File: src/fireGamePkg.sv
`default_nettype none

package fireGamePkg;

	typedef logic [22:0] tickT;

	localparam int DefaultTicksPerFrame = 5_000_000;
	localparam int FramesPerBeat = 4;

	typedef logic [1:0] posT; // 0 left, 1 centre, 2 right

	localparam int NumSlots = 22;

	// Bit 0 is the spawn slot on the building, bit 21 the ambulance
	typedef logic [NumSlots-1:0] jumperVecT;

	typedef logic [1:0] livesT; // Lives used, not left
	typedef logic [9:0] scoreT;
	typedef logic [15:0] randT;

	typedef enum logic {
		Paused,
		Playing
	} playStateT;

	localparam int DeathSlotLeft = 4;
	localparam int DeathSlotCentre = 12;
	localparam int DeathSlotRight = 18;

	// A jumper arriving here frees slot 11, so the building sends the next one
	localparam int RespawnSlot = 12;

endpackage

`default_nettype wire
File: src/beatTimer.sv
`default_nettype none

module beatTimer
	import fireGamePkg::*;
#(
	parameter int TicksPerFrame = DefaultTicksPerFrame
) (
	input wire Clock,
	input wire rstN,
	input wire Enable,
	input wire Playing,
	output logic framePulse,
	output logic beatPulse
);

	localparam int FrameW = (FramesPerBeat > 1) ? $clog2(FramesPerBeat) : 1;

	tickT tickCount;
	logic [FrameW-1:0] frameCount;

	// Last tick of a frame, only counted while the game runs
	assign framePulse = Playing && (tickCount == tickT'(TicksPerFrame - 1));
	assign beatPulse = framePulse && (frameCount == FrameW'(FramesPerBeat - 1));

	always_ff @(posedge Clock) begin
		if (!rstN || !Enable) begin
			tickCount <= '0;
			frameCount <= '0;
		end else if (framePulse) begin
			tickCount <= '0;
			if (beatPulse) begin
				frameCount <= '0;
			end else begin
				frameCount <= frameCount + 1'b1;
			end
		end else if (Playing) begin
			tickCount <= tickCount + 1'b1;
		end
	end

	assert property (@(posedge Clock) disable iff (!rstN || !Enable)
		beatPulse |=> tickCount == '0 && frameCount == '0)
		else $error("beatTimer: counts not restarted after a beat");

endmodule

`default_nettype wire

File: config.mk
export PLATFORM = sky130hd
export DESIGN_NAME = beatTimer
export DESIGN_NICKNAME = d
export VERILOG_FILES = /design/src/fireGamePkg.sv /design/src/beatTimer.sv
export SDC_FILE = /design/constraint.sdc
export NUM_CORES = 1
export LEC_CHECK = 0
export ABC_CLOCK_PERIOD_IN_PS = 3230
export BUFFER_PORTS_ARGS = -buffer_cell sky130_fd_sc_hd__buf_2
export CORE_MARGIN = 4
export CORE_UTILIZATION = 62
export DETAILED_ROUTE_END_ITERATION = 16
export GPL_ROUTABILITY_DRIVEN = 1
export PLACE_DENSITY = 0.81
export RECOVER_POWER = 100
export SLEW_MARGIN = 25
export SYNTH_ARGS = -nofsm -noshare
export SYNTH_HDL_FRONTEND = slang
export SYNTH_SLANG_ARGS = --single-unit
File: constraint.sdc
create_clock -name Clock -period 3.23 [get_ports Clock]
set_input_delay 0.1615 -clock Clock [delete_from_list [all_inputs] [get_ports Clock]]
set_output_delay 0.1615 -clock Clock [all_outputs]
set_load 0.01 [all_outputs]
==> impl_metrics.json <==
{
  "antenna_left": 0,
  "die_y_um": 51.53,
  "cts_tree": "done",
  "synth_seq_cells": 25,
  "fin_skew_ns": 0.005436,
  "synth_edf_count": 0,
  "layout.nets": 151,
  "io_buffers": 5,
  "cp.required_ns": 3.07,
  "grt_pass1_wl_um": 4064,
  "n_fill_cell": 159,
  "ctsHoldBuffers": 0,
  "syn-cell-area_um2": 1175,
  "clk_path_buf_depth": 2,
  "async_flop_share_pct": 0,
  "fmax_mhz": 426.6,
  "run_status": "finished clean",
  "grt_max_degree": 24,
  "grt_pass1_vias": 976,
  "antenna_found_initial": 0,
  "core_area_um2": 1764,
  "min_period_ns": 2.344,
  "ys.flop_type": "dfxtp_1",
  "post-dp-hpwl_um": 1570,
  "hold_viol_final": 0,
  "met1_usage_pct": 25.31,
  "routed_wl_um": 2168,
  "rsz0062_at_grt": "false",
  "viasPerCell": 5.905,
  "rows": 15,
  "syn_nets": 145,
  "yosysSeqAreaShare_pct": 42.60,
  "cts_buffers": 3,
  "die_w_um": 51.53,
  "busiest_layer": "met2",
  "avgSynthCellArea_um2": 8.452,
  "relSlewSlack_pct": 78.40,
  "peakVddDrop_mv": 0.3354,
  "ioPinCount": 6,
  "yosysWarnings": 0,
  "yosysUniqueCellTypes": 27,
  "gr-total-overflow": 0,
  "drt-wirelength-per-cell_um": 12.83,
  "end_kind": "output port",
  "cap_violations": 0,
  "dr.pass1.iters": 4,
  "setup_viol": 0,
  "cp_max_fo": 6,
  "hp-class": "primary input to register",
  "antenna_cells": 0,
  "finalNonFillerCells": 169,
  "areaGrowthSynthToFinish_pct": 5.219,
  "start_kind": "register",
  "clkTransAtPathRegs_ns": 0.14,
  "arrival_ns": 2.18,
  "period_share_pct": 72.58,
  "worstMarginPinSlew_ns": 0.3197,
  "cellPowerDensity_nw_per_um2": 371.9,
  "cts_resized": 0,
  "clock-sinks": 25,
  "setup_tns_ns": 0,
  "cts_max_level": 1,
  "slew_violations": 0,
  "place_inst": 165,
  "p_leak_nw": 0.3571,
  "drc": 0,
  "track_usage_pct": 19.89,
  "die-area_um2": 2655,
  "initial_utilization_pct": 66.60,
  "post_cts_buffers": 0,
  "gr-usage-met2_pct": 32.42,
  "cts-root-buf": "clkbuf_4",
  "drtIter0Drc": 17,
  "layout-drive-gt1-share_pct": 8.333,
  "num_vias": 998,
  "synthCells": 139,
  "critPathKind": "register to output port",
  "gp_congestion": 0.8333,
  "clkLatencyLatePin_ns": 0.31,
  "grt_util_met3_pct": 2.579
}
[worst max-delay path: stages, from the launching register on]
cell,delay [ns]
dfxtp_1,0.41
ha_1,0.21
nand3_1,0.17
or4_1,0.63
nor2_1,0.18
and2_0,0.14
buf_2,0.12
[layer usage]
metal  vias up  share of wire, %
li1        509                 -
met1       453                47
met2        28                45
met3         8               4.9
met4         0               2.5
met5         -                 0
[cell families (layout without fill, tap and decap cells)]
| family | Yosys count | count (layout) | share of synthesized area [%] |
|---|---|---|---|
| adder cells (fa/ha/maj) | 2 | 2 | 2.130 |
| multiplexers | 1 | 1 | 0.8520 |
| XOR/XNOR | 12 | 12 | 8.946 |
| flip-flops | 25 | 25 | 42.60 |
| AO/OA/AOI/OAI | 25 | 25 | 11.08 |
| buffers and inverters | 9 | 14 | 3.621 |
| AND/OR/NAND/NOR | 65 | 65 | 30.78 |
[cell usage after synthesis, drive strengths merged (2+ instances only)]
cell    n  area [µm²]
xnor2   9       78.83
o21ai  11       55.05
a21oi  12       60.06
and4    2       17.52
nand3   6       35.03
nor2   17       63.81
nand2   8       30.03
nor3    4       20.02
buf     5       27.53
nand4   8       56.30
dfxtp  25       500.5
xor2    3       26.28
inv     4       15.01
or4     5       41.29
or3    10       62.56
ha      2       25.02
nor4    2       12.51
[power breakdown]
part / internal (mW) / switching, mW / leakage, nW / total [mW]
sequential: 0.309 / 0.000933 / 0.201 / 0.310
clock: 0.0472 / 0.0904 / 0.0139 / 0.138
combinational: 0.00440 / 0.00758 / 0.142 / 0.0120
[flip-flops by register name (all words and copies together) (netlist names)]
name	count
frameCount	2
tickCount	23
[metrics by stage]
| step | setup slack (ns) | area, µm² | utilization [%] | hold WS [ns] | total power, mW |
|---|---|---|---|---|---|
| 2_1_floorplan | 1.330 | 1175 | - | 0.3171 | 0.3259 |
| 3_3_place_gp | 1.136 | 1211 | 68.65 | 0.4483 | 0.3284 |
| 3_5_place_dp | 1.052 | 1211 | 68.65 | 0.4500 | 0.3288 |
| 4_1_cts | 0.9454 | 1241 | 70.35 | 0.09603 | 0.4667 |
| 5_1_grt | 0.6908 | 1236 | 70.07 | 0.1260 | 0.4812 |
| 6_report | 0.8858 | 1236 | 70.07 | 0.1127 | 0.4598 |
[path summary, 6_finish.rpt]
kind / startpoint / to / slack, ns / cells after the start
worst max-delay path: tickCount[0] / beatPulse / 0.89 / 6
worst min-delay path: Enable / frameCount[1] / 0.11 / 3
worst max register to register: tickCount[0] / tickCount[22] / 1.02 / 5
worst min register to register: frameCount[1] / frameCount[1] / 0.49 / 2
[cell type report]
| class | instances | area (µm²) | area share (%) |
|---|---|---|---|
| multi-input cells | 105 | 628.1 | 50.81 |
| flip-flops and latches | 25 | 500.5 | 40.49 |
| repair buffers | 6 | 31.28 | 2.530 |
| well taps | 25 | 31.28 | 2.530 |
| clock buffers | 3 | 22.52 | 1.822 |
| inverters | 4 | 15.01 | 1.215 |
| clock inverters | 1 | 7.507 | 0.6073 |
[cells in the final DEF (no fill, tap or decap), types with 3 or more instances in the layout]
cell type   n
xnor2_1     9
or3_1      10
nor2_1     17
xor2_1      3
clkbuf_4    3
buf_2       4
dfxtp_1    25
a21oi_1    12
o21ai_0    11
or4_1       5
nand3_1     5
nand2_1     8
inv_1       4
nor3_1      4
nand4_1     7
No activity file was read; power rests on OpenSTA's default activity.
