$ cat config.mk
export PLATFORM = sky130hd
export DESIGN_NAME = jumperSlot
export DESIGN_NICKNAME = d
export VERILOG_FILES = /design/src/fireGamePkg.sv /design/src/fireScreenPkg.sv /design/src/jumperSlot.sv
export SDC_FILE = /design/constraint.sdc
export NUM_CORES = 1
export LEC_CHECK = 0
export ABC_AREA = 1
export BUFFER_PORTS_ARGS = -buffer_cell sky130_fd_sc_hd__buf_4
export CAP_MARGIN = 20
export CELL_PAD_IN_SITES_DETAIL_PLACEMENT = 0
export CELL_PAD_IN_SITES_GLOBAL_PLACEMENT = 2
export CORE_ASPECT_RATIO = 0.5
export CORE_MARGIN = 1.5
export CORE_UTILIZATION = 32
export DETAILED_ROUTE_END_ITERATION = 16
export PLACE_DENSITY_LB_ADDON = 0.1
export RECOVER_POWER = 25
export SYNTH_ARGS = -nofsm -noshare
export SYNTH_HDL_FRONTEND = slang
export SYNTH_SLANG_ARGS = --single-unit
export TNS_END_PERCENT = 100
$ cat constraint.sdc
create_clock -name vclk -period 9.45
set_clock_uncertainty 0.2 [all_clocks]
set_input_delay 1.4175 -clock vclk [all_inputs]
set_output_delay 1.4175 -clock vclk [all_outputs]
set_load 0.03 [all_outputs]
$ cat src/fireGamePkg.sv
`default_nettype none

package fireGamePkg;

	typedef logic [22:0] tickT;

	localparam int DefaultTicksPerFrame = 5_000_000;
	localparam int FramesPerBeat = 4;

	typedef logic [1:0] posT; // 0 left, 1 centre, 2 right

	localparam int NumSlots = 22;

	// Bit 0 is the spawn slot on the building, bit 21 the ambulance
	typedef logic [NumSlots-1:0] jumperVecT;

	typedef logic [1:0] livesT; // Lives used, not left
	typedef logic [9:0] scoreT;
	typedef logic [15:0] randT;

	typedef enum logic {
		Paused,
		Playing
	} playStateT;

	localparam int DeathSlotLeft = 4;
	localparam int DeathSlotCentre = 12;
	localparam int DeathSlotRight = 18;

	// A jumper arriving here frees slot 11, so the building sends the next one
	localparam int RespawnSlot = 12;

endpackage

`default_nettype wire
$ cat src/fireScreenPkg.sv
`default_nettype none

package fireScreenPkg;

	import fireGamePkg::*;

	typedef logic [8:0] xCoordT;
	typedef logic [7:0] yCoordT;
	typedef logic [13:0] pixIndexT;

	typedef enum logic [1:0] {
		Blank,
		Spawn,
		Falling,
		Trampoline
	} pixSourceT;

	localparam int JumperSize = 25;
	localparam int FrameStride = JumperSize * JumperSize; // One sprite frame

	// Top-left corner of each jumper slot along the bounce path
	localparam xCoordT SlotX [NumSlots] = '{
		9'd16, 9'd34, 9'd42, 9'd48, 9'd53, 9'd58,
		9'd64, 9'd71, 9'd90, 9'd108, 9'd116, 9'd121,
		9'd126, 9'd133, 9'd142, 9'd163, 9'd184, 9'd193,
		9'd200, 9'd209, 9'd233, 9'd257
	};

	localparam yCoordT SlotY [NumSlots] = '{
		8'd37, 8'd72, 8'd106, 8'd141, 8'd175, 8'd141,
		8'd106, 8'd72, 8'd37, 8'd72, 8'd106, 8'd141,
		8'd175, 8'd141, 8'd106, 8'd72, 8'd106, 8'd141,
		8'd175, 8'd141, 8'd106, 8'd141
	};

	// Slots 4, 12 and 18 sit in the trampoline band
	localparam yCoordT TrampY0 = 8'd180;
	localparam int TrampHeight = 36;
	localparam int TrampWidth = 79;

	localparam xCoordT TrampX [3] = '{
		9'd26,
		9'd99,
		9'd173
	};

endpackage

`default_nettype wire

$ cat src/jumperSlot.sv
`default_nettype none

module jumperSlot
	import fireGamePkg::*, fireScreenPkg::*;
#(
	parameter int SlotIndex = 0
) (
	input wire xCoordT VGAx,
	input wire yCoordT VGAy,
	input wire occupied,
	input wire randT randHold,
	output logic hit,
	output pixIndexT index
);

	localparam xCoordT CornerX = SlotX[SlotIndex];
	localparam yCoordT CornerY = SlotY[SlotIndex];
	localparam bit UpperField = (SlotIndex >= 10); // Second half of the path
	localparam pixIndexT Stride = pixIndexT'(JumperSize);
	localparam pixIndexT LastCol = pixIndexT'(JumperSize - 1);
	localparam pixIndexT LastRow = pixIndexT'(JumperSize * (JumperSize - 1));
	localparam pixIndexT LastPix = pixIndexT'(JumperSize * JumperSize - 1);

	logic inBox;
	pixIndexT dx, dy;
	logic [2:0] orient;
	logic [1:0] frame;
	pixIndexT base;

	assign inBox = (VGAx >= CornerX) && (VGAx < CornerX + JumperSize)
		&& (VGAy >= CornerY) && (VGAy < CornerY + JumperSize);
	assign hit = occupied && inBox;

	assign dx = pixIndexT'(VGAx - CornerX);
	assign dy = pixIndexT'(VGAy - CornerY);

	assign orient = UpperField ? randHold[12:10] : randHold[4:2];
	assign frame = UpperField ? randHold[9:8] : randHold[1:0];

	// Rotations and mirrors of the 25x25 sprite
	always_comb begin
		case (orient)
			3'd0: base = Stride * dy + dx;
			3'd1: base = Stride * dx + dy;
			3'd2: base = LastRow + dy - Stride * dx;
			3'd3: base = LastRow + dx - Stride * dy;
			3'd4: base = LastPix - Stride * dy - dx;
			3'd5: base = LastPix - Stride * dx - dy;
			3'd6: base = LastCol - dy + Stride * dx;
			default: base = LastCol - dx + Stride * dy;
		endcase
	end

	// Spawn sprite is drawn upright, single frame
	assign index = (SlotIndex == 0) ? Stride * dy + dx
		: base + pixIndexT'(FrameStride * frame);

endmodule

`default_nettype wire

==> out/results.tsv <==
stage	metric	value	unit
run_status	status	completed	
synthesis	yosysTopAreaCellShare	26.0	%
critical_path	critPathCaptureType	primary output	
sta	min_period	6.86	ns
power	p_switching	0.392	mW
power	cellLeakagePower	1.31	nW
synthesis	synth_top_area_cell	ha_1	
cells_and_area	drive_gt1_share	12.3	%
route	vias_per_cell	4.35	
place	portBuffers	33	
sta	fin_crit_sh	72.6	%
synthesis	synthCells	275	
route	vias	1645	
route	post_drt_wl_per_cell	10.7	um
power	intPower	0.231	mW
die	ios	49	
synthesis	syn_nets	360	
global_route	grt_pass1_wl	7190	um
power	p_comb_share	100.0	%
cts	post_cts_resize_count	0	
sta	finalSetupTns	0	ns
sta	whs	3.14	ns
global_route	grt_usage	14.4	%
route	wirelength	4060	um
synthesis	syn-mean-instance-area	6.48	um2
route	drtIter0Drc	73	
sta	tightestPinTransition	0.437	ns
power	powerDensity	296	mW/mm2
route	dr.pass1.iters	4	
global_route	antenna_found_initial	0	
critical_path	required	7.83	ns
place	placed_cell_area	0.00212	mm2
sta	finalHoldViolCount	0	
cells_and_area	fin_nets	395	
critical_path	critPathKind	in2out	
power	seq_power_share	0	%
sta	rsz0062_at_grt	no	
die	dieWidth	109	um
global_route	first_global_vias	1555	
synthesis	ys_warn_count	0	
cells_and_area	n_sequential_cell	0	
cells_and_area	antenna_cells	0	
cts	postCtsSetupBuffers	0	
synthesis	yosysMostFrequentCell	inv_1	
synthesis	yosys.cell_types.count	20	
place	dp_hpwl	3790	um
place	place.gp.congestion	0.812	
die	coreArea	0.00513	mm2
min_path	hold_path.class	in2out	
synthesis	yosys-top-cells-count	inv_1 (71), nand2_1 (68), ha_1 (37)	
cells_and_area	clock_buffer_count	0	
route	drc	0	
synthesis	ys_seq_area_share	0	%
sta	max_slew_margin	70.6	%
synthesis	ys_top_cells_by_area	ha_1 (26%), fa_1 (16%), inv_1 (15%)	
sta	maxSlewViolCount	0	
die	dieArea	0.00605	mm2
power	ir_worst_vdd	0.000356	V
global_route	grt_max_degree	7	
sta	setup_viol	0	
die	rows	18	
cells_and_area	seq_area	0	um2
route	ant_nets	0	
power	swShare	63.0	%
cells_and_area	area_growth	18.2	%
cts	ctsHoldBuffers	0	
cells_and_area	design_area	0.00211	mm2
die	initial_core_util	34.7	%
synthesis	netlist_area	0.00178	mm2
critical_path	critPathMaxFanout	4	
critical_path	startpoint_type	primary input	
sta	fmax	146	MHz
job	drv_cap	0	
die	die_h	55.8	um
critical_path	cp.arrival	5.24	ns
global_route	grt_overflow_total	0	
power	power_frac_clock	0	%
worst max-delay path, cell delays in order:
cell,delay [ns]
buf_4,0.13
inv_1,0.14
ha_1,0.22
inv_1,0.05
nand2_1,0.09
nand2_1,0.06
nand2_1,0.05
nand2_1,0.11
ha_1,0.30
inv_1,0.05
fa_1,0.49
inv_1,0.04
ha_1,0.26
inv_1,0.05
fa_1,0.53
inv_1,0.05
ha_1,0.35
a21oi_1,0.27
nand2_1,0.11
a21oi_1,0.15
xnor2_1,0.14
buf_4,0.18
per-layer routing:
| metal | track usage, % | up-vias | wire [um] |
|---|---|---|---|
| li1 | - | 908 | - |
| met1 | 24.7 | 715 | 2470 |
| met2 | 20.6 | 22 | 1470 |
| met3 | 0.234 | 0 | 119 |
| met4 | 0 | 0 | 0 |
| met5 | 0 | - | 0 |
cell usage in the layout, fill, tap and decap left out, types with 2 or more instances in the layout:
master	count
nor2_1	22
nand3_1	21
nand2_2	2
xnor2_1	6
nand2_1	68
a21oi_1	10
nand2_4	2
xor2_1	9
fa_1	14
ha_1	37
clkbuf_1	3
inv_1	71
nand4_1	5
buf_4	30
through the flow:
step	cells	worst slack, ns	utilization (%)	power [mW]
3_5_place_dp	378	2.60	41.2	0.629
5_1_grt	378	2.25	41.0	0.700
4_1_cts	378	2.58	41.2	0.633
3_3_place_gp	378	2.59	41.2	0.630
6_report	378	2.59	41.0	0.623
2_1_floorplan	275	2.99	-	0.447
logic make-up after synthesis:
logic type | synth area share (%)
AOI/OAI and AO/OA | 4.92
adders and majority gates | 41.7
xor gates and xnor gates | 8.92
buffers and inverters | 15.0
and+or+nand+nor | 29.5
worst paths after layout:
path,start,to,slack [ns],depth (start not counted)
worst max-delay path,VGAy[0],index[8],2.59,22
worst min-delay path,VGAx[0],index[0],3.14,3
area by class of cell:
type	instances	area, um2
well taps	70	87.6
multi-input cells	204	1520
inverters	71	267
fillers	585	3030
repair buffers	33	236
power groups by stage:
| stage | sequential (mW) | clock, mW | combinational [mW] |
|---|---|---|---|
| 6_report | 0 | 0 | 0.623 |
| 5_1_grt | 0 | 0 | 0.700 |
| 4_1_cts | 0 | 0 | 0.633 |
| 3_5_place_dp | 0 | 0 | 0.629 |
| 3_3_place_gp | 0 | 0 | 0.630 |
| 2_1_floorplan | 0 | 0 | 0.447 |
No activity file was read; power rests on OpenSTA's default activity.
