==> config.mk <==
export PLATFORM = sky130hd
export DESIGN_NAME = pixelSelect
export DESIGN_NICKNAME = d
export VERILOG_FILES = /design/src/fireGamePkg.sv /design/src/fireScreenPkg.sv /design/src/pixelSelect.sv
export SDC_FILE = /design/constraint.sdc
export NUM_CORES = 1
export LEC_CHECK = 0
export BUFFER_PORTS_ARGS = -buffer_cell sky130_fd_sc_hd__buf_2
export CORE_UTILIZATION = 25
export DETAILED_ROUTE_END_ITERATION = 10
export PLACE_DENSITY_LB_ADDON = 0.1
export SLEW_MARGIN = 10
export SYNTH_ARGS = -nofsm -noshare
export SYNTH_HDL_FRONTEND = slang
export SYNTH_SLANG_ARGS = --single-unit
export TNS_END_PERCENT = 10
==> constraint.sdc <==
create_clock -name Clock -period 6 [get_ports Clock]
set_input_delay 0.6 -clock Clock [delete_from_list [all_inputs] [get_ports Clock]]
set_output_delay 0.6 -clock Clock [all_outputs]
set_load 0.01 [all_outputs]
==> src/fireGamePkg.sv <==
`default_nettype none

package fireGamePkg;

	typedef logic [22:0] tickT;

	localparam int DefaultTicksPerFrame = 5_000_000;
	localparam int FramesPerBeat = 4;

	typedef logic [1:0] posT; // 0 left, 1 centre, 2 right

	localparam int NumSlots = 22;

	// Bit 0 is the spawn slot on the building, bit 21 the ambulance
	typedef logic [NumSlots-1:0] jumperVecT;

	typedef logic [1:0] livesT; // Lives used, not left
	typedef logic [9:0] scoreT;
	typedef logic [15:0] randT;

	typedef enum logic {
		Paused,
		Playing
	} playStateT;

	localparam int DeathSlotLeft = 4;
	localparam int DeathSlotCentre = 12;
	localparam int DeathSlotRight = 18;

	// A jumper arriving here frees slot 11, so the building sends the next one
	localparam int RespawnSlot = 12;

endpackage

`default_nettype wire
==> src/fireScreenPkg.sv <==
`default_nettype none

package fireScreenPkg;

	import fireGamePkg::*;

	typedef logic [8:0] xCoordT;
	typedef logic [7:0] yCoordT;
	typedef logic [13:0] pixIndexT;

	typedef enum logic [1:0] {
		Blank,
		Spawn,
		Falling,
		Trampoline
	} pixSourceT;

	localparam int JumperSize = 25;
	localparam int FrameStride = JumperSize * JumperSize; // One sprite frame

	// Top-left corner of each jumper slot along the bounce path
	localparam xCoordT SlotX [NumSlots] = '{
		9'd16, 9'd34, 9'd42, 9'd48, 9'd53, 9'd58,
		9'd64, 9'd71, 9'd90, 9'd108, 9'd116, 9'd121,
		9'd126, 9'd133, 9'd142, 9'd163, 9'd184, 9'd193,
		9'd200, 9'd209, 9'd233, 9'd257
	};

	localparam yCoordT SlotY [NumSlots] = '{
		8'd37, 8'd72, 8'd106, 8'd141, 8'd175, 8'd141,
		8'd106, 8'd72, 8'd37, 8'd72, 8'd106, 8'd141,
		8'd175, 8'd141, 8'd106, 8'd72, 8'd106, 8'd141,
		8'd175, 8'd141, 8'd106, 8'd141
	};

	// Slots 4, 12 and 18 sit in the trampoline band
	localparam yCoordT TrampY0 = 8'd180;
	localparam int TrampHeight = 36;
	localparam int TrampWidth = 79;

	localparam xCoordT TrampX [3] = '{
		9'd26,
		9'd99,
		9'd173
	};

endpackage

`default_nettype wire

==> src/pixelSelect.sv <==
`default_nettype none

module pixelSelect
	import fireGamePkg::*, fireScreenPkg::*;
(
	input wire Clock,
	input wire rstN,
	input wire Enable,
	input wire xCoordT VGAx,
	input wire yCoordT VGAy,
	input wire posT position,
	input wire jumperVecT slotHit,
	input wire pixIndexT slotIndex [NumSlots],
	output pixSourceT pixSource,
	output pixIndexT pixIndex
);

	xCoordT trampLeft;
	logic trampHit;
	pixIndexT trampIndex;
	pixSourceT nextSource;
	pixIndexT nextIndex;

	assign trampLeft = TrampX[position];
	assign trampHit = (VGAy >= TrampY0) && (VGAy < TrampY0 + TrampHeight)
		&& (VGAx >= trampLeft) && (VGAx < trampLeft + TrampWidth);
	assign trampIndex = pixIndexT'(TrampWidth) * pixIndexT'(VGAy - TrampY0)
		+ pixIndexT'(VGAx - trampLeft);

	always_comb begin
		nextSource = Blank;
		nextIndex = '0;
		if (trampHit) begin
			nextSource = Trampoline;
			nextIndex = trampIndex;
		end
		// Jumpers drawn over the trampoline, lowest slot on top
		for (int k = NumSlots - 1; k >= 0; k--) begin
			if (slotHit[k]) begin
				nextSource = (k == 0) ? Spawn : Falling;
				nextIndex = slotIndex[k];
			end
		end
	end

	always_ff @(posedge Clock) begin
		if (!rstN || !Enable) begin
			pixSource <= Blank;
			pixIndex <= '0;
		end else begin
			pixSource <= nextSource;
			pixIndex <= nextIndex;
		end
	end

	// Four frames of the falling sprite
	assert property (@(posedge Clock) disable iff (!rstN || !Enable)
		pixSource == Falling |-> pixIndex < pixIndexT'(4 * FrameStride))
		else $error("pixelSelect: falling index past sprite ROM");

endmodule

`default_nettype wire

==> results by group <==
STA
  – Hold WS: 0.569 ns
  – Hold Vio Cnt, Final: 0
  – Worst Tran Pin Value: 1.26 ns
  – Fmax: 172 MHz
  – Final setup viols: 0
  – Final worst path period share: 0.971
  – Worst relative slew slack: 0.137
  – Max Slew Vio Count: 0
  – Final worst slack: 0.173 ns
  – Total negative setup slack: 0 ns
  – Final min period: about 6 ns

Clock tree
  – CTS root buffer: clkbuf_16
  – CTS clk-pin slew, worst paths: 0.06 ns
  – Hold_buf cts: 0
  – CTS Sinks: 16
  – Clock Path Buffers: 2
  – TritonCTS buffer count: 3
  – Htree depth: 1
  – CTS tree: done

Global route
  – Gr usage total: 0.266
  – Antenna violations before repair: 6
  – Overflow after GRT: 0
  – Largest net degree at the start of global routing: 30
  – First-pass GRT wire length: 44200 um
  – Vias in the first global route: between 7000 and 8000

Finish
  – Finished Cell Area: 8260 um2
  – Final #Nets: between 1500 and 2000
  – Layout cells sized above 1: 0.413
  – Footprint of the multi-input gates: about 5000 um2
  – Sequential cell area: 320 um2
  – Area delta synth->final: 48.0%
  – Fill count: 2408

Route
  – Routed wire length: 32300 um
  – Drc violations: 0
  – Routed vias/inst: roughly 5.5
  – DR iter-0 viols: 361
  – Routed Antenna Nets: 0
  – 1st-pass router iterations: 6
  – DR vias: 7744
  – Wire length per cell: around 23 um

Critical path
  – Critical path endpoint category: register
  – Type of origin of the critical path: primary input
  – Req. time, crit path: 6.12 ns
  – CP max FO: 5
  – Crit Path Category: primary input to register
  – CP arrival: 5.95 ns

Synth
  – Syn nets: 1198
  – Syn. warnings: 0
  – #FFs+latches synth: 16
  – Yosys cell types: 58
  – Synth area leader: ha_1
  – Synth Area per Inst: between 7 and 8 um2
  – Post-synth ARST share: 0
  – Most frequent cell after synthesis: inv_1
  – Mapped Area: 5580 um2
  – Sequential area share after synthesis: 0.0574
  – Area contributors post-synth: ha_1 (13%), fa_1 (11%), a221oi_1 (9.9%), inv_1 (6.8%), dfxtp_1 (5.7%)
  – Predominant post-synthesis flop cell: dfxtp_1
  – Mapped Cells: 758
  – Synth top area share: 0.126
  – Post-synth top cells: inv_1 (101), a221oi_1 (63), ha_1 (56)
  – EDFF count, synth: 0

Power and ir drop
  – Switching Share: 0.484
  – Sw Pwr: between 1 and 1.5 mW
  – Internal power: 1.36 mW
  – Power Density: 319 nW/um2
  – Maximum VDD drop: 0.000337 V
  – Total power: 2.64 mW
  – Logic pwr share: 0.898
  – Leakage: 3.95 nW
  – Flop pwr share: 0.043
  – Clock Power Share: 0.059

Placement
  – Post-DP HPWL: 27800 um
  – DP Area: 7940 um2
  – Gpl congestion: just under 0.9
  – Port buffer count: 367
  – Post-Place Setup Slack: -0.351 ns

Die
  – Initial Util: 0.255
  – Die X: 151 um
  – Row cnt: 54
  – Die H: 151 um
  – Core ar.: between 20000 and 25000 um2
  – Io pins: 368
  – Die ar.: 22900 um2

Status
  – Status: finished, final reports clean

Hold path
  – Hold path startpoint: slotIndex[297]
  – Hold Path End: pixIndex[3]
  – Min-Delay Path Depth: 3
  – Hold/Removal Path Class: primary input to register

Job
  – Max Cap Violations: 0
per-stage QoR:
stage,std cells,util
final,1416,0.377
after global routing,1413,0.377
after CTS,1408,0.367
after detailed placement,1404,0.363
after global placement,1404,0.363
after floorplan,758,-
logic make-up after synthesis:
kind of cell,synth area share
buffers and inverters,0.103
XOR/XNOR,0.0345
adder cells (fa/ha/maj),0.240
flip-flops,0.0574
AND/OR/NAND/NOR,0.179
AO/OA/AOI/OAI,0.386
timing repair:
item                       CTS  global route
gates resized for setup      4            40
cloned                       0             0
setup buffers                0             3
setup endpoints to repair    5             7
pin swaps                    0            26
routing by layer:
layer | vias up | global-route usage | part of all wire
met2 | 420 | 0.435 | 0.46
li1 | 3632 | - | -
met3 | 55 | 0.0337 | 0.080
met5 | - | 0 | 0.00040
met1 | 3635 | 0.357 | 0.43
met4 | 2 | 0.0930 | 0.030
cells in the final DEF (no fill, tap or decap), drive strengths merged, types with 5 or more instances in the layout:
cell / Yosys / final
a41oi: 6 / 6
xor2: 10 / 10
a211oi: 6 / 6
a221oi: 63 / 63
xnor2: 12 / 12
ha: 56 / 56
a31oi: 7 / 7
o211ai: 9 / 9
nand4: 7 / 7
nor3: 26 / 26
nor2b: 25 / 25
a222oi: 6 / 6
or2: 6 / 6
inv: 101 / 101
o2111ai: 9 / 9
a221o: 13 / 13
buf: 3 / 416
a21oi: 40 / 40
nor4: 5 / 5
o41ai: 9 / 9
a22oi: 16 / 16
o22ai: 14 / 14
nor2: 40 / 40
o31ai: 9 / 9
o21ai: 45 / 45
o21a: 11 / 11
dfxtp: 16 / 16
fa: 32 / 32
diode: 0 / 5
nand3: 20 / 20
nand2: 27 / 27
o31a: 10 / 10
nand2b: 13 / 13
flip-flops by register name (all words and copies together), names as in the netlist:
| signal | flops |
|---|---|
| pixIndex | 14 |
| pixSource | 2 |
worst max path at each step:
stage	slack [ns]	endpoint	start	cells past startpoint
2_1_floorplan	-0.01	pixIndex[10]	position[0]	24
3_3_place_gp	-0.30	pixIndex[11]	position[0]	27
3_5_place_dp	-0.35	pixIndex[11]	position[1]	27
4_1_cts	0.002	pixIndex[9]	position[1]	26
5_1_grt	-0.05	pixIndex[11]	position[0]	26
6_report	0.17	pixIndex[11]	position[0]	26
critical path: stages:
cell and delay [ns]:
buf_2 0.11, inv_2 0.07, buf_4 0.11, ha_2 0.18
inv_2 0.05, ha_4 0.22, o21a_1 0.18, o31a_1 0.13
o31ai_4 0.26, nand2b_1 0.10, a21oi_2 0.18, xor2_2 0.11
fa_2 0.57, fa_1 0.43, fa_1 0.53, fa_1 0.55
inv_1 0.06, ha_4 0.25, a21oi_4 0.15, o22ai_4 0.09
o41ai_2 0.39, buf_4 0.18, xor2_2 0.14, nor3_2 0.05
o21ai_1 0.14, a22oi_1 0.08
cell type report:
cell class	count	area share
Tap cell	280	0.0424
Antenna cell	5	0.00151
Multi-Input combinational cell	593	0.593
Inverter	102	0.0466
Timing Repair Buffer	416	0.267
Clock buffer	4	0.0108
Sequential cell	16	0.0388
power groups by stage:
stage               Combinational, mW  Sequential (mW)  Clock [mW]
detailed placement               2.01            0.117           0
floorplan                        1.24            0.120           0
global placement                 2.02            0.117           0
global route                     2.63            0.115       0.163
CTS                              2.02            0.114       0.158
finish                           2.37            0.115       0.155
(Power assumes the default switching activity.)
