### config.mk
export PLATFORM = sky130hd
export DESIGN_NAME = gameControl
export DESIGN_NICKNAME = d
export VERILOG_FILES = /design/src/fireGamePkg.sv /design/src/gameControl.sv
export SDC_FILE = /design/constraint.sdc
export NUM_CORES = 1
export LEC_CHECK = 0
export ABC_CLOCK_PERIOD_IN_PS = 4890
export BUFFER_PORTS_ARGS = -buffer_cell sky130_fd_sc_hd__buf_2
export CAP_MARGIN = 20
export CORE_MARGIN = 2
export CORE_UTILIZATION = 55
export CTS_CLUSTER_DIAMETER = 60
export DETAILED_ROUTE_END_ITERATION = 8
export GPL_TIMING_DRIVEN = 0
export PLACE_DENSITY_LB_ADDON = 0.25
export SYNTH_ARGS = -nofsm -noshare
export SYNTH_HDL_FRONTEND = slang
export SYNTH_SLANG_ARGS = --single-unit
### constraint.sdc
create_clock -name Clock -period 4.89 [get_ports Clock]
set_input_delay 0.978 -clock Clock [delete_from_list [all_inputs] [get_ports Clock]]
set_output_delay 0.978 -clock Clock [all_outputs]
set_load 0.01 [all_outputs]
### src/fireGamePkg.sv
`default_nettype none

package fireGamePkg;

	typedef logic [22:0] tickT;

	localparam int DefaultTicksPerFrame = 5_000_000;
	localparam int FramesPerBeat = 4;

	typedef logic [1:0] posT; // 0 left, 1 centre, 2 right

	localparam int NumSlots = 22;

	// Bit 0 is the spawn slot on the building, bit 21 the ambulance
	typedef logic [NumSlots-1:0] jumperVecT;

	typedef logic [1:0] livesT; // Lives used, not left
	typedef logic [9:0] scoreT;
	typedef logic [15:0] randT;

	typedef enum logic {
		Paused,
		Playing
	} playStateT;

	localparam int DeathSlotLeft = 4;
	localparam int DeathSlotCentre = 12;
	localparam int DeathSlotRight = 18;

	// A jumper arriving here frees slot 11, so the building sends the next one
	localparam int RespawnSlot = 12;

endpackage

`default_nettype wire
### src/gameControl.sv
`default_nettype none

module gameControl
	import fireGamePkg::*;
(
	input wire Clock,
	input wire rstN,
	input wire Enable,
	input wire Left,
	input wire Right,
	input wire Esc,
	input wire Enter,
	input wire randT Rand,
	input wire framePulse,
	input wire beatPulse,
	output posT position,
	output jumperVecT jumpers,
	output randT randHold,
	output scoreT Score,
	output livesT Lives,
	output logic Playing,
	output logic Quit
);

	playStateT state, nextState;
	logic dirPending, nextDirPending;
	logic dirLeft, nextDirLeft;
	posT nextPos;
	jumperVecT nextJumpers;
	randT nextRand;
	scoreT nextScore;
	livesT nextLives;
	logic nextQuit;

	assign Playing = (state == fireGamePkg::Playing);

	// Steps run in game order, each one sees the result of the one before
	always_comb begin
		nextState = state;
		nextDirPending = dirPending;
		nextDirLeft = dirLeft;
		nextPos = position;
		nextJumpers = jumpers;
		nextRand = randHold;
		nextScore = Score;
		nextLives = Lives;
		nextQuit = Quit;

		if (framePulse && dirPending) begin
			if (dirLeft && position != 2'd0) begin
				nextPos = position - 2'd1;
			end else if (!dirLeft && position != 2'd2) begin
				nextPos = position + 2'd1;
			end
			nextDirPending = 1'b0;
		end

		if (beatPulse) begin
			nextRand = Rand;
			nextScore = Score + scoreT'(jumpers[NumSlots-1]); // Into the ambulance
			// Deaths judged against the trampoline as moved this frame
			if (nextJumpers[DeathSlotLeft] && nextPos != 2'd0) begin
				nextJumpers[DeathSlotLeft] = 1'b0;
				nextLives = (&nextLives) ? nextLives : nextLives + 2'd1;
				nextState = Paused;
			end
			if (nextJumpers[DeathSlotCentre] && nextPos != 2'd1) begin
				nextJumpers[DeathSlotCentre] = 1'b0;
				nextLives = (&nextLives) ? nextLives : nextLives + 2'd1;
				nextState = Paused;
			end
			if (nextJumpers[DeathSlotRight] && nextPos != 2'd2) begin
				nextJumpers[DeathSlotRight] = 1'b0;
				nextLives = (&nextLives) ? nextLives : nextLives + 2'd1;
				nextState = Paused;
			end
			nextJumpers = {nextJumpers[NumSlots-2:0], 1'b0};
			nextJumpers[0] = nextJumpers[RespawnSlot] || (nextJumpers == '0);
		end

		if (nextState == fireGamePkg::Playing) begin
			if (Left && !Right) begin
				nextDirPending = 1'b1;
				nextDirLeft = 1'b1;
			end else if (Right && !Left) begin
				nextDirPending = 1'b1;
				nextDirLeft = 1'b0;
			end
		end

		if (Esc) begin
			if (nextState == Paused) begin
				nextQuit = 1'b1; // Second Esc leaves the game
			end
			nextState = Paused;
		end else if (Enter) begin
			if (&nextLives) begin
				nextQuit = 1'b1;
			end else begin
				nextState = fireGamePkg::Playing;
			end
		end
	end

	always_ff @(posedge Clock) begin
		if (!rstN || !Enable) begin
			state <= Paused;
			dirPending <= 1'b0;
			dirLeft <= 1'b0;
			position <= 2'd0;
			jumpers <= jumperVecT'(1); // One jumper waiting on the building
			randHold <= '0;
			Score <= '0;
			Lives <= '0;
			Quit <= 1'b0;
		end else begin
			state <= nextState;
			dirPending <= nextDirPending;
			dirLeft <= nextDirLeft;
			position <= nextPos;
			jumpers <= nextJumpers;
			randHold <= nextRand;
			Score <= nextScore;
			Lives <= nextLives;
			Quit <= nextQuit;
		end
	end

	assert property (@(posedge Clock) disable iff (!rstN || !Enable)
		position != 2'd3)
		else $error("gameControl: trampoline off the screen");

	assert property (@(posedge Clock) disable iff (!rstN || !Enable)
		$past(rstN && Enable) |-> Lives >= $past(Lives))
		else $error("gameControl: lives used went down");

endmodule

`default_nettype wire

==> out/qor.csv, run 1 <==
metric;value;unit
hold path cells;2;
H-tree Lvls;2;
Syn Nets;317;
share of post-route cells with drive strength above 1;28.2;%
Hold-fix buffers, CTS;0;
Yosys top cell area share;43.0;%
xor/xnor share of the synthesized area;2.35;%
reg2reg path depth;9;
GPL Wtd Cong;0.788;
Pre-antenna DRT Iters;4;
area post-placement;0.00306;mm²
Hold WC Path Type;reg2reg;
Synth area leaders;dfxtp_1 (43%), mux2i_1 (15%), nor2_1 (7.9%);
min Tclk post-route;2.59;ns
top cell type by total area after synthesis;dfxtp_1;
drt drc;0;
CTS buffer count;5;
Worst setup EP type;register;
Crit Path Max Fanout;10;
die area;0.00530;mm²
Vias per Instance;5.58;
switching share of power;23.1;%
Cell Area, Synth;0.00261;mm²
Combinational Power Share;8.0;%
CTS tree;done;
clock sinks;56;
PortBufs;78;
Initial Utilization;56.3;%
DR WL/cell;13.6;µm
kind of critical path;reg2reg;
fraction of synthesized area in multiplexers;15.6;%
max-slew violations;0;
core area;0.00463;mm²
synthesis warning total;0;
Compound-Gate Fraction of Synth Area;10.6;%
Setup Buffers After CTS;0;
Routed WL;5810;µm
sequential-to-total area share from yosys stat;43.0;%
synthesis-to-finish area growth;21.2;%
GR Util All Layers;23.0;%
via count;2375;
antenna violations before repair;0;
Fill cells;406;
Vert. Die Dim;72.8;µm
worst path arrival time;2.83;ns
Post-layout nets;402;
fmax;0.387;GHz
sequential share of power;59.1;%
Yosys cell types;57;
vias in the first global route;2172;
power per cell area;249;mW/mm²
dominant synthesized flop cell;dfxtp_1;
Synth Area in Simple Gates;21.1;%
clock power share;32.9;%
final worst-path cycle share;52.9;%
diode count;0;
Cells after Synth;286;
# resized after CTS;0;
finished layout cell area;0.00316;mm²
largest family of logic cells by synthesized area;simple AND/OR/NAND/NOR gates;
Rel. slew slack;51.5;%
initial DRC count;188;
ys async rst share;0;%
die width;72.8;µm
max_cap viols;0;
leakage;1.44;nW
Worst setup SP type;register;
Fin Clk Skew;0.00615;ns
clock transition at the registers of the reported paths;0.09;ns
pin count of the biggest net entering global routing;17;
final setup vio count;0;
global route total overflow;0;
CP required;5.14;ns
outcome;finished, final reports clean;
VDD IR max;0.203;mV
RSZ-0062 raised after global routing;false;
Pint;0.606;mW
Worst-Margin Slew;0.728;ns
Post-DP HPWL;4230;µm
Synth Area in Adders;2.88;%
first-pass GRT wire length;9690;µm
number of synthesized flops with an enable pin;0;
Routed Antenna Nets;0;
Final Hold Vio Count;0;
NetSw;0.182;mW
mean post-synth cell area;9.11;µm²
Longest Clk Path Bufs;2;
TNS Setup;0;ns
Clock Latency Late Sink;0.31;ns
#FFs+latches synth;56;
I/O pin cnt;79;
Root Buffer;clkbuf_8;
row count;25;
flip-flops by register name, summed over array words and instances, names as in the netlist:
register	cells
Lives	2
Playing	1
Quit	1
Score	10
dirLeft	1
dirPending	1
jumpers	22
position	2
randHold	16
cells in the final DEF (no fill, tap or decap), types with 2 or more instances in the layout:
cell,instances
a211oi_1,2
a21oi_1,8
a31oi_1,4
and3_1,2
buf_2,80
clkbuf_1,12
clkbuf_8,8
dfxtp_1,56
ha_1,6
inv_1,7
mux2i_1,38
nand2_1,13
nand2b_1,3
nand3_1,7
nand4_1,6
nor2_1,55
nor3_1,4
nor4_1,3
o21ai_0,7
or2_2,4
or3_1,3
or4_1,3
xor2_1,6
cell families after synthesis:
group                    after synthesis
AND/OR/NAND/NOR                      113
flip-flops                            56
AO/OA/AOI/OAI                         40
multiplexers                          40
buffers and inverters                 24
XOR/XNOR                               7
adder cells (fa/ha/maj)                6
worst paths after layout:
check / from / endpoint / slack [ns]
setup / recovery: position[0] / dirLeft / 2.30
hold reg to reg: randHold[10] / randHold[10] / 0.49
setup reg to reg: position[0] / dirLeft / 2.30
hold / removal: randHold[10] / randHold[10] / 0.49
cells in the mapped netlist (4+ instances only):
master,number
dfxtp_1,56
nor2_1,55
mux2i_1,38
nand2_1,13
clkbuf_1,11
a21oi_1,8
inv_1,7
nand3_1,7
o21ai_0,7
ha_1,6
nand4_1,6
xor2_1,6
a31oi_1,4
nor3_1,4
or2_2,4
worst max-delay path: stages (launching register included):
cell     delay [ns]
dfxtp_1        0.43
inv_1          0.09
ha_1           0.23
mux2_4         0.30
o21ai_2        0.17
nand2_2        0.17
o41ai_1        0.45
o31ai_1        0.18
or3b_1         0.38
a21oi_1        0.12
layout make-up:
| cell class | instances | area [µm²] | area share (%) |
|---|---|---|---|
| sequential | 56 | 1120 | 35.5 |
| buffer | 17 | 90.1 | 2.85 |
| multi-input combinational | 206 | 1370 | 43.3 |
| tap | 54 | 67.6 | 2.14 |
| clock buffer | 7 | 86.3 | 2.73 |
| inverter | 7 | 26.3 | 0.832 |
| clock inverter | 1 | 7.51 | 0.238 |
| timing repair buffer | 78 | 390 | 12.4 |
layer usage:
| metal | part of all wire (%) | global-route usage [%] | vias up |
|---|---|---|---|
| met3 | 5.9 | 5.39 | 10 |
| li1 | - | - | 1173 |
| met4 | 1.8 | 8.02 | 0 |
| met5 | 0 | 0 | - |
| met1 | 46 | 30.5 | 1114 |
| met2 | 47 | 36.8 | 78 |
power by group through the flow:
stage          combinational [mW]  clock, mW  sequential (mW)
6_report                   0.0631      0.259            0.465
5_1_grt                    0.0691      0.285            0.466
4_1_cts                    0.0636      0.266            0.465
3_5_place_dp               0.0634          0            0.476
3_3_place_gp               0.0620          0            0.476
2_1_floorplan              0.0360          0            0.478
per-stage QoR:
| step | total power, mW | instances | hold WS, ns | setup slack [ns] | utilization [%] |
|---|---|---|---|---|---|
| 6_report | 0.788 | 426 | 0.494 | 2.30 | 68.2 |
| 5_1_grt | 0.821 | 426 | 0.539 | 2.11 | 68.2 |
| 4_1_cts | 0.795 | 426 | 0.502 | 2.32 | 68.2 |
| 3_5_place_dp | 0.539 | 418 | 0.479 | 2.15 | 66.2 |
| 3_3_place_gp | 0.538 | 418 | 0.469 | 2.18 | 66.2 |
| 2_1_floorplan | 0.515 | 286 | 0.486 | 2.44 | - |
No activity file was read; power rests on OpenSTA's default activity.
==> inputs of run 2 (changes only) <==
--- a/config.mk
+++ b/config.mk
@@ -5,11 +5,12 @@
 export SDC_FILE = /design/constraint.sdc
 export NUM_CORES = 1
 export LEC_CHECK = 0
-export ABC_CLOCK_PERIOD_IN_PS = 4890
+export ABC_AREA = 1
+export ABC_CLOCK_PERIOD_IN_PS = 2500
 export BUFFER_PORTS_ARGS = -buffer_cell sky130_fd_sc_hd__buf_2
 export CAP_MARGIN = 20
 export CORE_MARGIN = 2
-export CORE_UTILIZATION = 55
+export CORE_UTILIZATION = 50
 export CTS_CLUSTER_DIAMETER = 60
 export DETAILED_ROUTE_END_ITERATION = 8
 export GPL_TIMING_DRIVEN = 0
==> constraint.sdc (replaced) <==
create_clock -name Clock -period 2.5 [get_ports Clock]
set_input_delay 0.5 -clock Clock [delete_from_list [all_inputs] [get_ports Clock]]
set_output_delay 0.5 -clock Clock [all_outputs]
set_load 0.01 [all_outputs]
==> out/qor.csv, run 2 <==
metric;value;unit;change
CTS buffer count;5;;unchanged
power per cell area;536;mW/mm²;+110%
Yosys cell types;31;;-46%
antenna violations before repair;0;;unchanged
synthesis warning total;0;;unchanged
PortBufs;78;;unchanged
ys async rst share;0;%;unchanged
max_cap viols;0;;unchanged
core area;0.00466;mm²;+0.68%
mean post-synth cell area;7.55;µm²;-17%
Setup Buffers After CTS;0;;unchanged
# resized after CTS;0;;unchanged
Crit Path Max Fanout;5;;-5
final setup vio count;0;;unchanged
Multi-input gate area;0.00110;mm²;-20%
Yosys top cell area share;46.7;%;+3.7 points
finished layout cell area;0.00295;mm²;-6.5%
Rel. slew slack;62.8;%;+11 points
commonest cells in the netlist;nand2_1 (77), dfxtp_1 (56), a21oi_1 (49);;
Worst setup SP type;register;;
max-slew violations;0;;unchanged
Hold-fix buffers, CTS;0;;unchanged
GR Util All Layers;21.4;%;-1.6 points
commonest non-fill, non-tap cell in the layout;buf_2;;
Top reg by flops;jumpers;;
Routed WL;5540;µm;-4.6%
final worst-path cycle share;85.1;%;+32 points
Syn Nets;349;;+10%
worst path arrival time;2.33;ns;-0.50 ns
clock transition at the registers of the reported paths;0.10;ns;about the same
Largest register FFs;22;;unchanged
CP required;2.71;ns;-2.43 ns
top cell type by total area after synthesis;dfxtp_1;;
Fill cells;451;;+11%
Initial Utilization;51.5;%;-4.8 points
Final Total Pwr;1.58;mW;+100%
Longest Clk Path Bufs;2;;unchanged
kind of critical path;reg2reg;;
commonest non-fill, non-tap cells in the layout;buf_2 (79), nand2_1 (77), dfxtp_1 (56), a21oi_1 (49), inv_1 (31);;
Hold WC Path Type;in2reg;;
Post-layout nets;434;;+8.0%
RSZ-0062 raised after global routing;false;;
clock sinks;56;;unchanged
via count;2302;;-3.1%
leakage;1.36;nW;-5.9%
top-count cell post-synth;nand2_1;;
H-tree Lvls;2;;unchanged
TNS Setup;0;ns;unchanged
GPL Wtd Cong;0.797;;+1.2%
I/O pin cnt;79;;unchanged
Final Hold Vio Count;0;;unchanged
Worst setup EP type;register;;
Root Buffer;clkbuf_8;;
Worst-Margin Slew;0.558;ns;-0.170 ns
vias in the first global route;2076;;-4.4%
top flop regs;jumpers: 22 flops, randHold: 16 flops, Score: 10 flops;;
synthesis-to-finish area growth;23.0;%;
drt drc;0;;unchanged
CTS tree;done;;
diode count;0;;unchanged
DR WL/cell;12.1;µm;-11%
Routed Antenna Nets;0;;unchanged
#FFs+latches synth;56;;unchanged
Cells after Synth;318;;+11%
Synth area leaders;dfxtp_1 (47%), nand2_1 (12%), a21oi_1 (10%);;
first-pass GRT wire length;9060;µm;-6.5%
Fin Clk Skew;0.00271;ns;-0.00344 ns
Post-DP HPWL;4220;µm;about the same
global route total overflow;0;;unchanged
outcome;finished, final reports clean;;
row count;25;;unchanged
Clock Latency Late Sink;0.31;ns;about the same
sequential cell area;0.00112;mm²;unchanged
VDD IR max;0.371;mV;+83%
number of synthesized flops with an enable pin;0;;unchanged
die area;0.00537;mm²;+1.3%
area post-placement;0.00286;mm²;-6.7%
pin count of the biggest net entering global routing;17;;unchanged
Vert. Die Dim;73.3;µm;+0.63%
initial DRC count;75;;-60%
share of post-route cells with drive strength above 1;26.5;%;-1.7 points
min Tclk post-route;2.13;ns;-0.459 ns
Cell Area, Synth;0.00240;mm²;-7.9%
sequential-to-total area share from yosys stat;46.7;%;+3.7 points
die width;73.3;µm;+0.63%
dominant synthesized flop cell;dfxtp_1;;
Pre-antenna DRT Iters;4;;unchanged
Vias per Instance;5.03;;-9.8%
fmax;0.470;GHz;+22%
-- run 2: changes by cell type after synthesis, sizes merged, moves of 4 or more --
cell	before	now
a21oi	9	52
a31oi	4	0
inv	7	33
mux2i	38	0
nand2	15	86
nand3	7	15
nor2	56	14
nor3	4	8
o21ai	9	19
or3	4	0
xor2	6	0
-- run 2: worst paths after layout --
path | startpoint | to | slack (ns) | cells past startpoint
max | position[1] | dirLeft | 0.37 | 14
min | Rand[11] | randHold[11] | 0.43 | 3
min reg2reg | randHold[14] | randHold[14] | 0.46 | 2
max reg2reg | position[1] | dirLeft | 0.37 | 14
-- run 2: layer usage --
metal  vias up  track usage, %  share of wire, %
li1       1209               -                 -
met1      1026            27.2                45
met2        62            35.7                47
met3         5            5.90               6.9
met4         0            6.26               1.0
met5         -               0                 0
-- run 2: area by class of cell --
cell class | instances | share of cell area [%]
Buffer | 14 | 1.82
Inverter | 34 | 4.32
Sequential cell | 56 | 38.0
Clock buffer | 7 | 2.92
Multi-Input combinational cell | 214 | 37.2
Timing Repair Buffer | 78 | 13.2
Clock inverter | 1 | 0.254
Tap cell | 54 | 2.29
-- run 2: cells by family (layout without fill, tap and decap cells) --
family | after synthesis | in the layout | synth area share, %
and+or+nand+nor | 131 | 131 | 25.0
AOI/OAI and AO/OA | 77 | 77 | 17.7
DFF | 56 | 56 | 46.7
buffers and inverters | 48 | 134 | 7.56
adders and majority gates | 6 | 6 | 3.13
-- run 2: power by group --
| part | total, mW | switching [mW] | internal (mW) |
|---|---|---|---|
| registers | 0.923 | 0.0126 | 0.910 |
| logic | 0.140 | 0.0875 | 0.0523 |
| clock network | 0.519 | 0.293 | 0.226 |
-- run 2: stage by stage --
step	setup slack (ns)	instances	utilization, %	hold WS (ns)
floorplan	0.495	318	-	0.443
global placement	0.408	450	61.3	0.445
detailed placement	0.358	450	61.3	0.451
CTS	0.357	458	63.4	0.425
global route	0.240	458	63.4	0.433
finish	0.372	458	63.4	0.432
-- run 2: critical path: stages, from the launching register on --
cell and delay [ns]:
dfxtp_1 0.41, inv_1 0.06, ha_1 0.29, nand3_1 0.09, nand2_1 0.06, inv_1 0.04
nand2_2 0.10, nand2_2 0.08, o21ai_2 0.16, nand2_1 0.08, o21ai_2 0.16, nand2_2 0.10
or2_1 0.23, o21ai_1 0.11, a21oi_1 0.06
==> inputs of run 3 (changes only) <==
--- a/config.mk
+++ b/config.mk
@@ -8,13 +8,13 @@
 export ABC_AREA = 1
 export ABC_CLOCK_PERIOD_IN_PS = 2500
 export BUFFER_PORTS_ARGS = -buffer_cell sky130_fd_sc_hd__buf_2
-export CAP_MARGIN = 20
 export CORE_MARGIN = 2
 export CORE_UTILIZATION = 50
 export CTS_CLUSTER_DIAMETER = 60
 export DETAILED_ROUTE_END_ITERATION = 8
 export GPL_TIMING_DRIVEN = 0
 export PLACE_DENSITY_LB_ADDON = 0.25
+export SETUP_SLACK_MARGIN = 0.4
 export SYNTH_ARGS = -nofsm -noshare
 export SYNTH_HDL_FRONTEND = slang
 export SYNTH_SLANG_ARGS = --single-unit
==> out/qor.csv, run 3 (synthesis results as in run 2) <==
metric;value;unit;change
wl on met1;2540;µm;+2.4%
DR WL/cell;12.5;µm;+2.9%
Slowest-stage cell, CP;dfxtp_4;;
global route total overflow;0;;unchanged
max-slew violations;0;;unchanged
H-tree Lvls;2;;unchanged
Top reg by flops;jumpers;;
leakage;1.42;nW;+4.3%
crit-path leading delay family;simple AND/OR/NAND/NOR gates;;
PortBufs;78;;unchanged
Hold WC Path Type;in2reg;;
first-pass GRT wire length;9250;µm;+2.1%
TNS Setup;0;ns;unchanged
Worst Path Buf+Inv;2;;unchanged
Final Hold Vio Count;0;;unchanged
Rel. slew slack;62.9;%;+0.15 points
CTS buffer count;5;;unchanged
kind of critical path;reg2reg;;
Worst-Margin Slew;0.556;ns;-0.00221 ns
final worst-path cycle share;81.6;%;-3.5 points
antenna violations before repair;0;;unchanged
placed cells;450;;unchanged
VDD IR max;0.372;mV;+0.13%
Final Non-Filler Cells;466;;+1.7%
Clock Latency Late Sink;0.31;ns;about the same
Longest Clk Path Bufs;2;;unchanged
Routed WL;5810;µm;+4.7%
outcome;finished, final reports clean;;
die area;0.00537;mm²;unchanged
critical-path cell list;inv_2 > ha_4 > nand3_1 > nand2_1 > inv_1 > nand2_2 > nand2_4 > o21ai_4 > nand2_1 > o21ai_2 > nand2_2 > or2_1 > o21ai_1 > a21oi_1;;
clock transition at the registers of the reported paths;0.10;ns;about the same
Worst setup EP type;register;;
Hold-fix buffers, CTS;0;;unchanged
pin count of the biggest net entering global routing;17;;unchanged
Top Metal Used;met4;;
Initial Utilization;51.5;%;unchanged
GPL Wtd Cong;0.797;;unchanged
vias in the first global route;2130;;+2.6%
row count;25;;unchanged
Final Core Density;66.2;%;+2.8 points
synthesis-to-finish area growth;28.5;%;
Post-DP HPWL;4220;µm;unchanged
min Tclk post-route;2.04;ns;-0.0885 ns
CP max stage delay;0.38;ns;-0.03 ns
RSZ-0062 raised after global routing;true;;
via count;2372;;+3.0%
Routed Antenna Nets;0;;unchanged
Post-layout nets;442;;+1.8%
top flop regs;jumpers: 22 flops, randHold: 16 flops, Score: 10 flops;;
GR Util All Layers;21.9;%;+0.43 points
Crit Path Max Fanout;5;;unchanged
clock sinks;56;;unchanged
CP required;2.70;ns;about the same
fmax;0.490;GHz;+4.3%
diode count;0;;unchanged
power per cell area;514;mW/mm²;-4.1%
Largest register FFs;22;;unchanged
share of post-route cells with drive strength above 1;31.3;%;+4.8 points
I/O pin cnt;79;;unchanged
Vert. Die Dim;73.3;µm;unchanged
CTS tree;done;;
Final Total Pwr;1.58;mW;+0.20%
die width;73.3;µm;unchanged
core area;0.00466;mm²;unchanged
Vias per Instance;5.09;;+1.3%
worst path arrival time;2.24;ns;-0.09 ns
Pre-antenna DRT Iters;4;;unchanged
Detail Route met3 WL;378;µm;-1.8%
commonest non-fill, non-tap cells in the layout;buf_2 (79), nand2_1 (75), dfxtp_1 (54), a21oi_1 (48), inv_1 (28);;
Root Buffer;clkbuf_8;;
drt drc;0;;unchanged
max_cap viols;0;;unchanged
Worst setup SP type;register;;
final setup vio count;0;;unchanged
commonest non-fill, non-tap cell in the layout;buf_2;;
metal2 WL;2830;µm;+8.1%
Fin Clk Skew;0.00249;ns;-0.000218 ns
initial DRC count;76;;+1.3%
[run 3: area by class of cell]
| type | instances | area [µm²] |
|---|---|---|
| well taps | 54 | 67.6 |
| plain buffers | 14 | 53.8 |
| repair buffers | 86 | 450 |
| multi-input cells | 214 | 1160 |
| inverters | 34 | 130 |
| clock buffers | 7 | 86.3 |
| clock inverters | 1 | 7.51 |
| fillers | 433 | 1580 |
| flip-flops and latches | 56 | 1130 |
[run 3: worst reg2reg max path, stage by stage (launching register included)]
cell     delay, ns
dfxtp_4       0.38
inv_2         0.05
ha_4          0.25
nand3_1       0.07
nand2_1       0.06
inv_1         0.04
nand2_2       0.12
nand2_4       0.08
o21ai_4       0.15
nand2_1       0.09
o21ai_2       0.17
nand2_2       0.08
or2_1         0.22
o21ai_1       0.11
a21oi_1       0.06
[run 3: what timing repair did]
item | in CTS | in global routing
setup buffers | 6 | 2
pin swaps | 10 | 10
endpoints found under the setup margin | 1 | 4
gates resized for setup | 7 | 13
[run 3: final timing paths]
path	depth (start not counted)	start	slack [ns]	end
hold / removal	3	Rand[11]	0.43	randHold[11]
setup / recovery	14	position[1]	0.46	dirLeft
hold reg to reg	2	randHold[14]	0.46	randHold[14]
setup reg to reg	14	position[1]	0.46	dirLeft
[run 3: metal layers]
| metal | up-vias | GRT usage [%] |
|---|---|---|
| li1 | 1226 | - |
| met1 | 1081 | 27.4 |
| met2 | 60 | 37.0 |
| met3 | 5 | 5.90 |
| met4 | 0 | 6.26 |
| met5 | - | 0 |
[run 3: power breakdown]
part / total [mW] / internal (mW) / switching, mW
sequential: 0.922 / 0.909 / 0.0131
clock: 0.518 / 0.226 / 0.292
combinational: 0.145 / 0.0552 / 0.0895
total: 1.58 / 1.19 / 0.394
[run 3: through the flow]
step                      cell area [µm²]  worst slack (ns)  hold WS [ns]
after floorplan                      2400             0.495         0.443
after global placement               2860             0.408         0.445
after detailed placement             2860             0.358         0.451
after CTS                            3020             0.403         0.425
after global routing                 3080             0.338         0.433
final                                3080             0.460         0.432
